## src/include/ising_defines.svh

```systemverilog
//////////////////////////////////////////////////////////////////////
// Sizes assume 8 spins with 4-bit couplings and one 32-bit row per spin
//////////////////////////////////////////////////////////////////////
`ifndef ISING_DEFINES_SVH
`define ISING_DEFINES_SVH

`define ISING_NUM_SPIN    8
`define ISING_J_BITS      4
`define ISING_SWEEP_BITS  8
`define ISING_FIELD_BITS  8
`define ISING_ENERGY_BITS 16

`define APB_ADDR_BITS 8
`define APB_DATA_BITS 32

// Register map with J row i at REG_J_BASE + 4*i
`define REG_CTRL   8'h00
`define REG_STATUS 8'h04
`define REG_SPIN   8'h08
`define REG_ENERGY 8'h0C
`define REG_J_BASE 8'h40

`endif
```

## src/hw/ising_pkg.sv

```systemverilog
//////////////////////////////////////////////////////////////////////
// Spin bit 1 is +1 and 0 is -1; J row element j sits at bits 4j+3:4j
//////////////////////////////////////////////////////////////////////
`default_nettype none

`include "ising_defines.svh"

package ising_pkg;

    typedef logic [`ISING_NUM_SPIN-1:0]                spin_vec_t;
    typedef logic signed [`ISING_J_BITS-1:0]           j_elem_t;
    typedef logic [`ISING_NUM_SPIN*`ISING_J_BITS-1:0]  j_row_t;
    typedef logic [$clog2(`ISING_NUM_SPIN)-1:0]        spin_idx_t;
    typedef logic signed [`ISING_FIELD_BITS-1:0]       field_t;
    typedef logic signed [`ISING_ENERGY_BITS-1:0]      energy_t;
    typedef logic [`ISING_SWEEP_BITS-1:0]              sweep_cnt_t;
    typedef logic [`APB_ADDR_BITS-1:0]                 apb_addr_t;
    typedef logic [`APB_DATA_BITS-1:0]                 apb_data_t;

    // Run sequencer states
    typedef enum logic [2:0] {
        IDLE,
        SWEEP_RD,
        SWEEP_UPD,
        ENERGY_RD,
        ENERGY_ACC,
        FINISH
    } ctrl_state_t;

endpackage

`default_nettype wire

```

## src/hw/ising_jmem_if.sv

```systemverilog
//////////////////////////////////////////////////////////////////////
// Read port only; rdata and rvalid follow ren by exactly one cycle
//////////////////////////////////////////////////////////////////////
`timescale 1ns/10ps
`default_nettype none

interface ising_jmem_if;

    logic                  ren;
    ising_pkg::spin_idx_t  raddr;
    ising_pkg::j_row_t     rdata;
    logic                  rvalid;

    modport requester (output ren, output raddr);
    modport responder (input ren, input raddr, output rdata, output rvalid);
    modport observer  (input rdata, input rvalid);

endinterface

`default_nettype wire

```

## src/hw/ising_core_top.sv

```systemverilog
//////////////////////////////////////////////////////////////////////
// Plain APB slave ports; pready is tied high
//////////////////////////////////////////////////////////////////////
`timescale 1ns/10ps
`default_nettype none

module ising_core_top (
    input  logic                  clk_i,
    input  logic                  reset_i,
    input  ising_pkg::apb_addr_t  paddr_i,
    input  logic                  psel_i,
    input  logic                  penable_i,
    input  logic                  pwrite_i,
    input  ising_pkg::apb_data_t  pwdata_i,
    output ising_pkg::apb_data_t  prdata_o,
    output logic                  pready_o,
    output logic                  pslverr_o,
    output logic                  done_o
);
    import ising_pkg::*;

    logic       j_we;
    spin_idx_t  j_waddr;
    j_row_t     j_wdata;
    logic       start;
    sweep_cnt_t sweep_count;
    logic       busy;
    logic       done_pulse;
    logic       spin_load;
    spin_vec_t  spin_wdata;
    spin_vec_t  spins;
    energy_t    energy;
    spin_idx_t  row_idx;
    logic       update_phase;
    logic       energy_phase;
    logic       energy_clr;

    ising_jmem_if jmem_rd ();

    ising_csr u_csr (
        .clk_i         (clk_i),
        .reset_i       (reset_i),
        .paddr_i       (paddr_i),
        .psel_i        (psel_i),
        .penable_i     (penable_i),
        .pwrite_i      (pwrite_i),
        .pwdata_i      (pwdata_i),
        .prdata_o      (prdata_o),
        .pready_o      (pready_o),
        .pslverr_o     (pslverr_o),
        .j_we_o        (j_we),
        .j_waddr_o     (j_waddr),
        .j_wdata_o     (j_wdata),
        .start_o       (start),
        .sweep_count_o (sweep_count),
        .busy_i        (busy),
        .done_pulse_i  (done_pulse),
        .spin_load_o   (spin_load),
        .spin_wdata_o  (spin_wdata),
        .spins_i       (spins),
        .energy_i      (energy),
        .done_o        (done_o)
    );

    ising_jmem u_jmem (
        .clk_i   (clk_i),
        .we_i    (j_we),
        .waddr_i (j_waddr),
        .wdata_i (j_wdata),
        .rd      (jmem_rd.responder)
    );

    ising_sweep_ctrl u_ctrl (
        .clk_i          (clk_i),
        .reset_i        (reset_i),
        .start_i        (start),
        .sweep_count_i  (sweep_count),
        .busy_o         (busy),
        .done_pulse_o   (done_pulse),
        .rd             (jmem_rd.requester),
        .row_idx_o      (row_idx),
        .update_phase_o (update_phase),
        .energy_phase_o (energy_phase),
        .energy_clr_o   (energy_clr)
    );

    ising_field_unit u_field (
        .clk_i          (clk_i),
        .reset_i        (reset_i),
        .rd             (jmem_rd.observer),
        .row_idx_i      (row_idx),
        .update_phase_i (update_phase),
        .energy_phase_i (energy_phase),
        .energy_clr_i   (energy_clr),
        .spin_load_i    (spin_load),
        .spin_wdata_i   (spin_wdata),
        .spins_o        (spins),
        .energy_o       (energy)
    );

endmodule

`default_nettype wire

```

## src/hw/ising_field_unit.sv

```systemverilog
//////////////////////////////////////////////////////////////////////
// Diagonal weight ignored; field of zero leaves the spin unchanged
//////////////////////////////////////////////////////////////////////
`timescale 1ns/10ps
`default_nettype none

`include "ising_defines.svh"

module ising_field_unit (
    input  logic                  clk_i,
    input  logic                  reset_i,
    ising_jmem_if.observer        rd,
    input  ising_pkg::spin_idx_t  row_idx_i,
    input  logic                  update_phase_i,
    input  logic                  energy_phase_i,
    input  logic                  energy_clr_i,
    input  logic                  spin_load_i,
    input  ising_pkg::spin_vec_t  spin_wdata_i,
    output ising_pkg::spin_vec_t  spins_o,
    output ising_pkg::energy_t    energy_o
);
    import ising_pkg::*;

    spin_vec_t spins_q;
    energy_t   energy_q;
    field_t    h_sum;
    energy_t   e_delta;
    logic      s_i;

    //////////////////////////////////////////////////////////////////////
    // Local field of the returned row
    //////////////////////////////////////////////////////////////////////
    always_comb begin
        j_elem_t w;
        h_sum = '0;
        for (int j = 0; j < `ISING_NUM_SPIN; j++) begin
            w = rd.rdata[j*`ISING_J_BITS +: `ISING_J_BITS];
            if (spin_idx_t'(j) != row_idx_i) begin
                if (spins_q[j])
                    h_sum = h_sum + field_t'(w);
                else
                    h_sum = h_sum - field_t'(w);
            end
        end
    end

    assign s_i = spins_q[row_idx_i];

    // Term -s_i * h_i
    assign e_delta = s_i ? -energy_t'(h_sum) : energy_t'(h_sum);

    always_ff @(posedge clk_i) begin
        if (reset_i) begin
            spins_q <= '0;
        end else if (spin_load_i) begin
            spins_q <= spin_wdata_i;
        end else if (rd.rvalid && update_phase_i) begin
            if (h_sum > 0)
                spins_q[row_idx_i] <= 1'b1;
            else if (h_sum < 0)
                spins_q[row_idx_i] <= 1'b0;
        end
    end

    always_ff @(posedge clk_i) begin
        if (reset_i || energy_clr_i)
            energy_q <= '0;
        else if (rd.rvalid && energy_phase_i)
            energy_q <= energy_q + e_delta;
    end

    assign spins_o  = spins_q;
    assign energy_o = energy_q;

endmodule

`default_nettype wire

```

## src/hw/ising_sweep_ctrl.sv

```systemverilog
//////////////////////////////////////////////////////////////////////
// Two cycles per row; a sweep count of zero runs only the energy pass
//////////////////////////////////////////////////////////////////////
`timescale 1ns/10ps
`default_nettype none

`include "ising_defines.svh"

module ising_sweep_ctrl (
    input  logic                   clk_i,
    input  logic                   reset_i,
    input  logic                   start_i,
    input  ising_pkg::sweep_cnt_t  sweep_count_i,
    output logic                   busy_o,
    output logic                   done_pulse_o,
    ising_jmem_if.requester        rd,
    output ising_pkg::spin_idx_t   row_idx_o,
    output logic                   update_phase_o,
    output logic                   energy_phase_o,
    output logic                   energy_clr_o
);
    import ising_pkg::*;

    ctrl_state_t state_q;
    spin_idx_t   row_q;
    sweep_cnt_t  sweeps_left_q;
    logic        last_row;

    assign last_row = (row_q == spin_idx_t'(`ISING_NUM_SPIN - 1));

    always_ff @(posedge clk_i) begin
        if (reset_i) begin
            state_q       <= IDLE;
            row_q         <= '0;
            sweeps_left_q <= '0;
        end else begin
            case (state_q)
                IDLE: begin
                    if (start_i) begin
                        row_q         <= '0;
                        sweeps_left_q <= sweep_count_i;
                        state_q       <= (sweep_count_i == '0) ? ENERGY_RD : SWEEP_RD;
                    end
                end
                SWEEP_RD:  state_q <= SWEEP_UPD;
                SWEEP_UPD: begin
                    row_q <= row_q + 1'b1;
                    if (!last_row)
                        state_q <= SWEEP_RD;
                    else if (sweeps_left_q == sweep_cnt_t'(1))
                        state_q <= ENERGY_RD;
                    else begin
                        sweeps_left_q <= sweeps_left_q - 1'b1;
                        state_q       <= SWEEP_RD;
                    end
                end
                ENERGY_RD:  state_q <= ENERGY_ACC;
                ENERGY_ACC: begin
                    row_q   <= row_q + 1'b1;
                    state_q <= last_row ? FINISH : ENERGY_RD;
                end
                FINISH:  state_q <= IDLE;
                default: state_q <= IDLE;
            endcase
        end
    end

    // Row reads and phase strobes
    assign rd.ren         = (state_q == SWEEP_RD) || (state_q == ENERGY_RD);
    assign rd.raddr       = row_q;
    assign row_idx_o      = row_q;
    assign update_phase_o = (state_q == SWEEP_UPD);
    assign energy_phase_o = (state_q == ENERGY_ACC);
    assign energy_clr_o   = start_i && (state_q == IDLE);

    assign busy_o       = (state_q != IDLE);
    assign done_pulse_o = (state_q == FINISH);

endmodule

`default_nettype wire

```

## src/hw/ising_jmem.sv

```systemverilog
//////////////////////////////////////////////////////////////////////
// Rows hold no reset value and are undefined until written
//////////////////////////////////////////////////////////////////////
`timescale 1ns/10ps
`default_nettype none

`include "ising_defines.svh"

module ising_jmem (
    input  logic                  clk_i,
    input  logic                  we_i,
    input  ising_pkg::spin_idx_t  waddr_i,
    input  ising_pkg::j_row_t     wdata_i,
    ising_jmem_if.responder       rd
);
    import ising_pkg::*;

    j_row_t mem [`ISING_NUM_SPIN];
    j_row_t rdata_q;
    logic   rvalid_q;

    // Host load path
    always_ff @(posedge clk_i) begin
        if (we_i)
            mem[waddr_i] <= wdata_i;
    end

    // Engine read path with one cycle latency
    always_ff @(posedge clk_i) begin
        rvalid_q <= rd.ren;
        if (rd.ren)
            rdata_q <= mem[rd.raddr];
    end

    assign rd.rdata  = rdata_q;
    assign rd.rvalid = rvalid_q;

endmodule

`default_nettype wire

```

## src/hw/ising_csr.sv

```systemverilog
//////////////////////////////////////////////////////////////////////
// APB slave with zero wait states; J window is write-only
//////////////////////////////////////////////////////////////////////
`timescale 1ns/10ps
`default_nettype none

`include "ising_defines.svh"

module ising_csr (
    input  logic                    clk_i,
    input  logic                    reset_i,
    input  ising_pkg::apb_addr_t    paddr_i,
    input  logic                    psel_i,
    input  logic                    penable_i,
    input  logic                    pwrite_i,
    input  ising_pkg::apb_data_t    pwdata_i,
    output ising_pkg::apb_data_t    prdata_o,
    output logic                    pready_o,
    output logic                    pslverr_o,
    output logic                    j_we_o,
    output ising_pkg::spin_idx_t    j_waddr_o,
    output ising_pkg::j_row_t       j_wdata_o,
    output logic                    start_o,
    output ising_pkg::sweep_cnt_t   sweep_count_o,
    input  logic                    busy_i,
    input  logic                    done_pulse_i,
    output logic                    spin_load_o,
    output ising_pkg::spin_vec_t    spin_wdata_o,
    input  ising_pkg::spin_vec_t    spins_i,
    input  ising_pkg::energy_t      energy_i,
    output logic                    done_o
);
    import ising_pkg::*;

    logic       acc_wr;
    logic       acc_rd;
    logic       is_ctrl, is_status, is_spin, is_energy, is_j;
    logic       mapped;
    logic       err;
    apb_addr_t  j_off;
    sweep_cnt_t sweep_count_q;
    logic       done_q;

    assign acc_wr = psel_i & penable_i & pwrite_i;
    assign acc_rd = psel_i & penable_i & ~pwrite_i;

    //////////////////////////////////////////////////////////////////////
    // Address decode and access checks
    //////////////////////////////////////////////////////////////////////
    assign j_off     = paddr_i - `REG_J_BASE;
    assign is_ctrl   = (paddr_i == `REG_CTRL);
    assign is_status = (paddr_i == `REG_STATUS);
    assign is_spin   = (paddr_i == `REG_SPIN);
    assign is_energy = (paddr_i == `REG_ENERGY);
    assign is_j      = (paddr_i >= `REG_J_BASE) && (j_off < 4 * `ISING_NUM_SPIN)
                       && (paddr_i[1:0] == 2'b00);
    assign mapped    = is_ctrl | is_status | is_spin | is_energy | is_j;

    // Busy core rejects reloads and restarts
    assign err = psel_i & penable_i &
                 (~mapped
                  | (acc_wr & busy_i & (is_spin | is_j))
                  | (acc_wr & busy_i & is_ctrl & pwdata_i[0]));

    assign pready_o  = 1'b1;
    assign pslverr_o = err;

    assign start_o       = acc_wr & is_ctrl & pwdata_i[0] & ~err;
    assign j_we_o        = acc_wr & is_j & ~err;
    assign j_waddr_o     = j_off[2 +: $bits(spin_idx_t)];
    assign j_wdata_o     = pwdata_i;
    assign spin_load_o   = acc_wr & is_spin & ~err;
    assign spin_wdata_o  = pwdata_i[`ISING_NUM_SPIN-1:0];
    // A start write carries its own count
    assign sweep_count_o = start_o ? pwdata_i[15:8] : sweep_count_q;
    assign done_o        = done_q;

    always_ff @(posedge clk_i) begin
        if (reset_i) begin
            sweep_count_q <= '0;
            done_q        <= 1'b0;
        end else begin
            if (acc_wr & is_ctrl & ~err)
                sweep_count_q <= pwdata_i[15:8];
            // Sticky until the next accepted start
            if (start_o)
                done_q <= 1'b0;
            else if (done_pulse_i)
                done_q <= 1'b1;
        end
    end

    // Read data
    always_comb begin
        prdata_o = '0;
        if (acc_rd) begin
            if (is_ctrl)
                prdata_o[15:8] = sweep_count_q;
            else if (is_status)
                prdata_o[1:0] = {done_q, busy_i};
            else if (is_spin)
                prdata_o[`ISING_NUM_SPIN-1:0] = spins_i;
            else if (is_energy)
                prdata_o = apb_data_t'(energy_i);
        end
    end

endmodule

`default_nettype wire

```

## config.mk

```make
export PLATFORM = sky130hd
export DESIGN_NAME = ising_core_top
export DESIGN_NICKNAME = d
export VERILOG_FILES = /design/src/hw/ising_pkg.sv /design/src/hw/ising_jmem_if.sv /design/src/hw/ising_core_top.sv /design/src/hw/ising_field_unit.sv /design/src/hw/ising_sweep_ctrl.sv /design/src/hw/ising_jmem.sv /design/src/hw/ising_csr.sv
export VERILOG_INCLUDE_DIRS = /design/src /design/src/include
export SDC_FILE = /design/constraint.sdc
export NUM_CORES = 1
export LEC_CHECK = 0
export BUFFER_PORTS_ARGS = -buffer_cell sky130_fd_sc_hd__buf_2
export CAP_MARGIN = 20
export CORE_ASPECT_RATIO = 1.25
export CORE_MARGIN = 2
export CORE_UTILIZATION = 35
export DETAILED_ROUTE_END_ITERATION = 7
export GPL_TIMING_DRIVEN = 0
export HOLD_SLACK_MARGIN = 0.12
export PLACE_DENSITY_LB_ADDON = 0.05
export SYNTH_ARGS = -nofsm -noshare
export SYNTH_HDL_FRONTEND = slang
export SYNTH_SLANG_ARGS = --single-unit
```

## constraint.sdc

```tcl
create_clock -name clk_i -period 18.3 [get_ports clk_i]
set_input_delay 1.83 -clock clk_i [delete_from_list [all_inputs] [get_ports clk_i]]
set_output_delay 1.83 -clock clk_i [all_outputs]
set_load 0.01 [all_outputs]
```

==> results.yml <==
clock_network:
  post_cts_buffers: 0
  numCtsBuffers: 37
  post_cts_resized: 0
  clk_latency_ns: 0.55
  clock-sinks: 336
  ctsHtreeMaxLevel: 2
  root_buffer: "clkbuf_16"
  path_clk_slew_ns: 0.06
  cts_tree: "done"
  cts-hold-fix-buffers: 0
  cts_max_path_buffers: 3
flow_run:
  max_cap_viol_count: 0
synth:
  netlist_area_sq_um: 17300
  synthArstFlopShare: 0
  ys_ff_latch: 336
  synth_top_area_cell: "edfxtp_1"
  synthCells: 1496
  syn_nets: 1640
  synth.avg_cell_area_sq_um: 11.56
  synth_edf_count: 288
  yosysSeqAreaShare: 0.5554
  synth_top_area_share: 0.4999
  synth_ff_type: "edfxtp_1"
  ys_top_cells_by_area: "edfxtp_1 (50%), ha_1 (6.6%), a22oi_1 (5.9%), dfxtp_1 (5.6%), nor2_1 (2.7%)"
  yosysUniqueCellTypes: 66
  yosysWarnings: 0
setup_path:
  critical_path.startpoint_type: "flip-flop"
  cpMostUsedCell: "ha_1"
  crit_path_max_fanout: 8
  crit_slowest_cell: "a221oi_1"
  ff2ff_setup_slack_ns: 4.99
  slowest_delay_ns: 0.70
  cp.required_ns: 18.71
  crit_type: "reg2reg"
  cp.arrival_ns: 13.72
  end_kind: "flip-flop"
detailed_routing:
  drt_iter0_markers: 659
  drc: 0
  vias: 12290
  dr.max_layer_used: "met5"
  dr_wl_met3_microns: 1498
  wire_per_inst_microns: 22.69
  via_per_inst: 5.319
  dr_wl_met2_microns: 27410
  drt_first_pass_iters: 5
  antenna_left: 0
  wl_met1_microns: 22540
  routed_wl_microns: 52420
grt:
  antenna_found_initial: 2
  grt_pass1_vias: 12300
  grt_usage: 0.2057
  grt_max_degree: 34
  grt_pass1_wl_microns: 78460
  grt-ovfl-total: 0
floorplan:
  core_sq_um: 49070
  initial_core_util: 0.3525
  dieWidth_microns: 202.9
  dieArea_sq_um: 51240
  num_rows: 91
  io_pins: 80
  dieHeight_microns: 252.6
min_path:
  hp-class: "reg2reg"
sta:
  finalCritPeriodShare: 0.7271
  slew_viol_final: 0
  finClkSkew_ns: 0.01669
  finalSetupViolCount: 0
  relSlewSlack: 0.2998
  worst_pin_slew_ns: 1.042
  fin_ws_ns: 4.993
  min_period_ns: 13.31
  rsz0062_at_grt: "no"
  fmax_mhz: 75.15
  final-hold-violation-count: 0
  fin_tns_setup_ns: 0
finish:
  area_growth_pct: 15.47
  diodes: 0
  drive_gt1_frac: 0.1308
  layout.nets: 1776
power:
  p_leak_nw: 7.302
  power_density_nw_per_um2: 82.02
  ir_drop_mv: 0.07008
placed_design:
  gp_congestion: 0.8196
  io_buffers: 78
  pre_cts_slack_ns: 4.909
  place_hpwl_microns: 38520
run_status:
  status: "finished clean"
[cell usage after synthesis, drive strengths merged, types with 20 or more instances]
cell / instances
mux2i: 40
ha: 91
edfxtp: 288
mux2: 20
nor2: 123
a22oi: 137
buf: 23
inv: 75
nand2: 108
nand4: 37
o21ai: 67
xnor2: 27
xor2: 30
a21o: 26
clkbuf: 47
nor3: 42
a21oi: 70
dfxtp: 48
[flip-flops by register name, indices dropped and copies added (netlist names), named ones only]
signal,flops
u_csr.sweep_count_q,8
u_jmem.mem,256
u_ctrl.state_q,3
u_ctrl.sweeps_left_q,8
u_jmem.rd.rdata,32
u_field.energy_o,16
u_csr.done_o,1
u_jmem.rd.rvalid,1
u_ctrl.rd.raddr,3
[through the flow]
stage                       util  area, sq um  instances  total power [W]  hold WS [ns]
after floorplan                -        17300       1496        0.0009003        0.4440
after global placement    0.3771        18510       2225        0.0009284        0.4635
after detailed placement  0.3835        18820       2244        0.0009304        0.4710
after CTS                 0.4071        19980       2310         0.001656        0.4814
after global routing      0.4071        19980       2310         0.001691        0.5023
final                     0.4071        19980       2310         0.001638        0.4780
[path summary, 6_finish.rpt]
path | from | to | depth (start not counted)
min reg2reg | u_field.energy_o[5] | u_field.energy_o[5] | 2
max reg2reg | u_ctrl.rd.raddr[0] | u_field.energy_o[15] | 53
min | u_field.energy_o[5] | u_field.energy_o[5] | 2
max | u_ctrl.rd.raddr[0] | u_field.energy_o[15] | 53
[metal layers]
| metal | track usage | vias up |
|---|---|---|
| li1 | - | 5934 |
| met1 | 0.2577 | 6091 |
| met2 | 0.3787 | 197 |
| met3 | 0.02321 | 61 |
| met4 | 0.04588 | 4 |
| met5 | 0 | - |
[layout make-up]
type	instances	area, sq um
buffer	70	330.3
multi-input combinational	1014	7143
clock inverter	22	195.2
timing repair buffer	97	636.9
clock buffer	44	962.2
tap	651	814.5
sequential	336	9609
fill	4692	29100
inverter	76	285.3
[worst max-delay path, delay by kind of cell (launching register included)]
family,cells,cell delay [ns]
DFF,1,0.37
AOI/OAI and AO/OA,17,4.17
buffers and inverters,5,0.92
and+or+nand+nor,11,2.36
xor gates and xnor gates,8,1.82
adders and majority gates,10,3.29
muxes,2,0.22
[placed cells by master (no fill, tap or decap), types with 10 or more instances in the layout]
cell       count
edfxtp_1     288
a22oi_1      137
nor2_1       116
nand2_1      108
ha_1          91
buf_2         85
inv_1         75
a21oi_1       70
o21ai_0       67
clkbuf_1      52
dfxtp_1       48
mux2i_1       40
nor3_1        37
nand4_1       37
clkbuf_16     37
xor2_1        28
xnor2_1       27
a21o_1        26
mux2_2        20
buf_4         19
nand2b_1      17
a211oi_1      17
nand3_1       17
nor2b_1       16
clkinv_1      13
or3_1         10
[logic make-up (layout without fill, tap and decap cells)]
group,Yosys count,count (layout),share of synthesized area
compound gates,387,387,0.1533
xor+xnor,59,59,0.03233
fa+ha+maj,99,99,0.07507
buf+inv,146,309,0.03558
flops,336,336,0.5554
mux,60,60,0.03616
other cells,1,1,0.0002168
simple gates,408,408,0.1120
[where the power goes]
group / total, W / leakage [nW] / switching [W] / internal (W)
clock network: 0.000725 / 0.562 / 0.000306 / 0.000419
logic: 0.0000845 / 3.77 / 0.0000532 / 0.0000313
registers: 0.000829 / 2.97 / 0.000000137 / 0.000829
No activity file was read; power rests on OpenSTA's default activity.
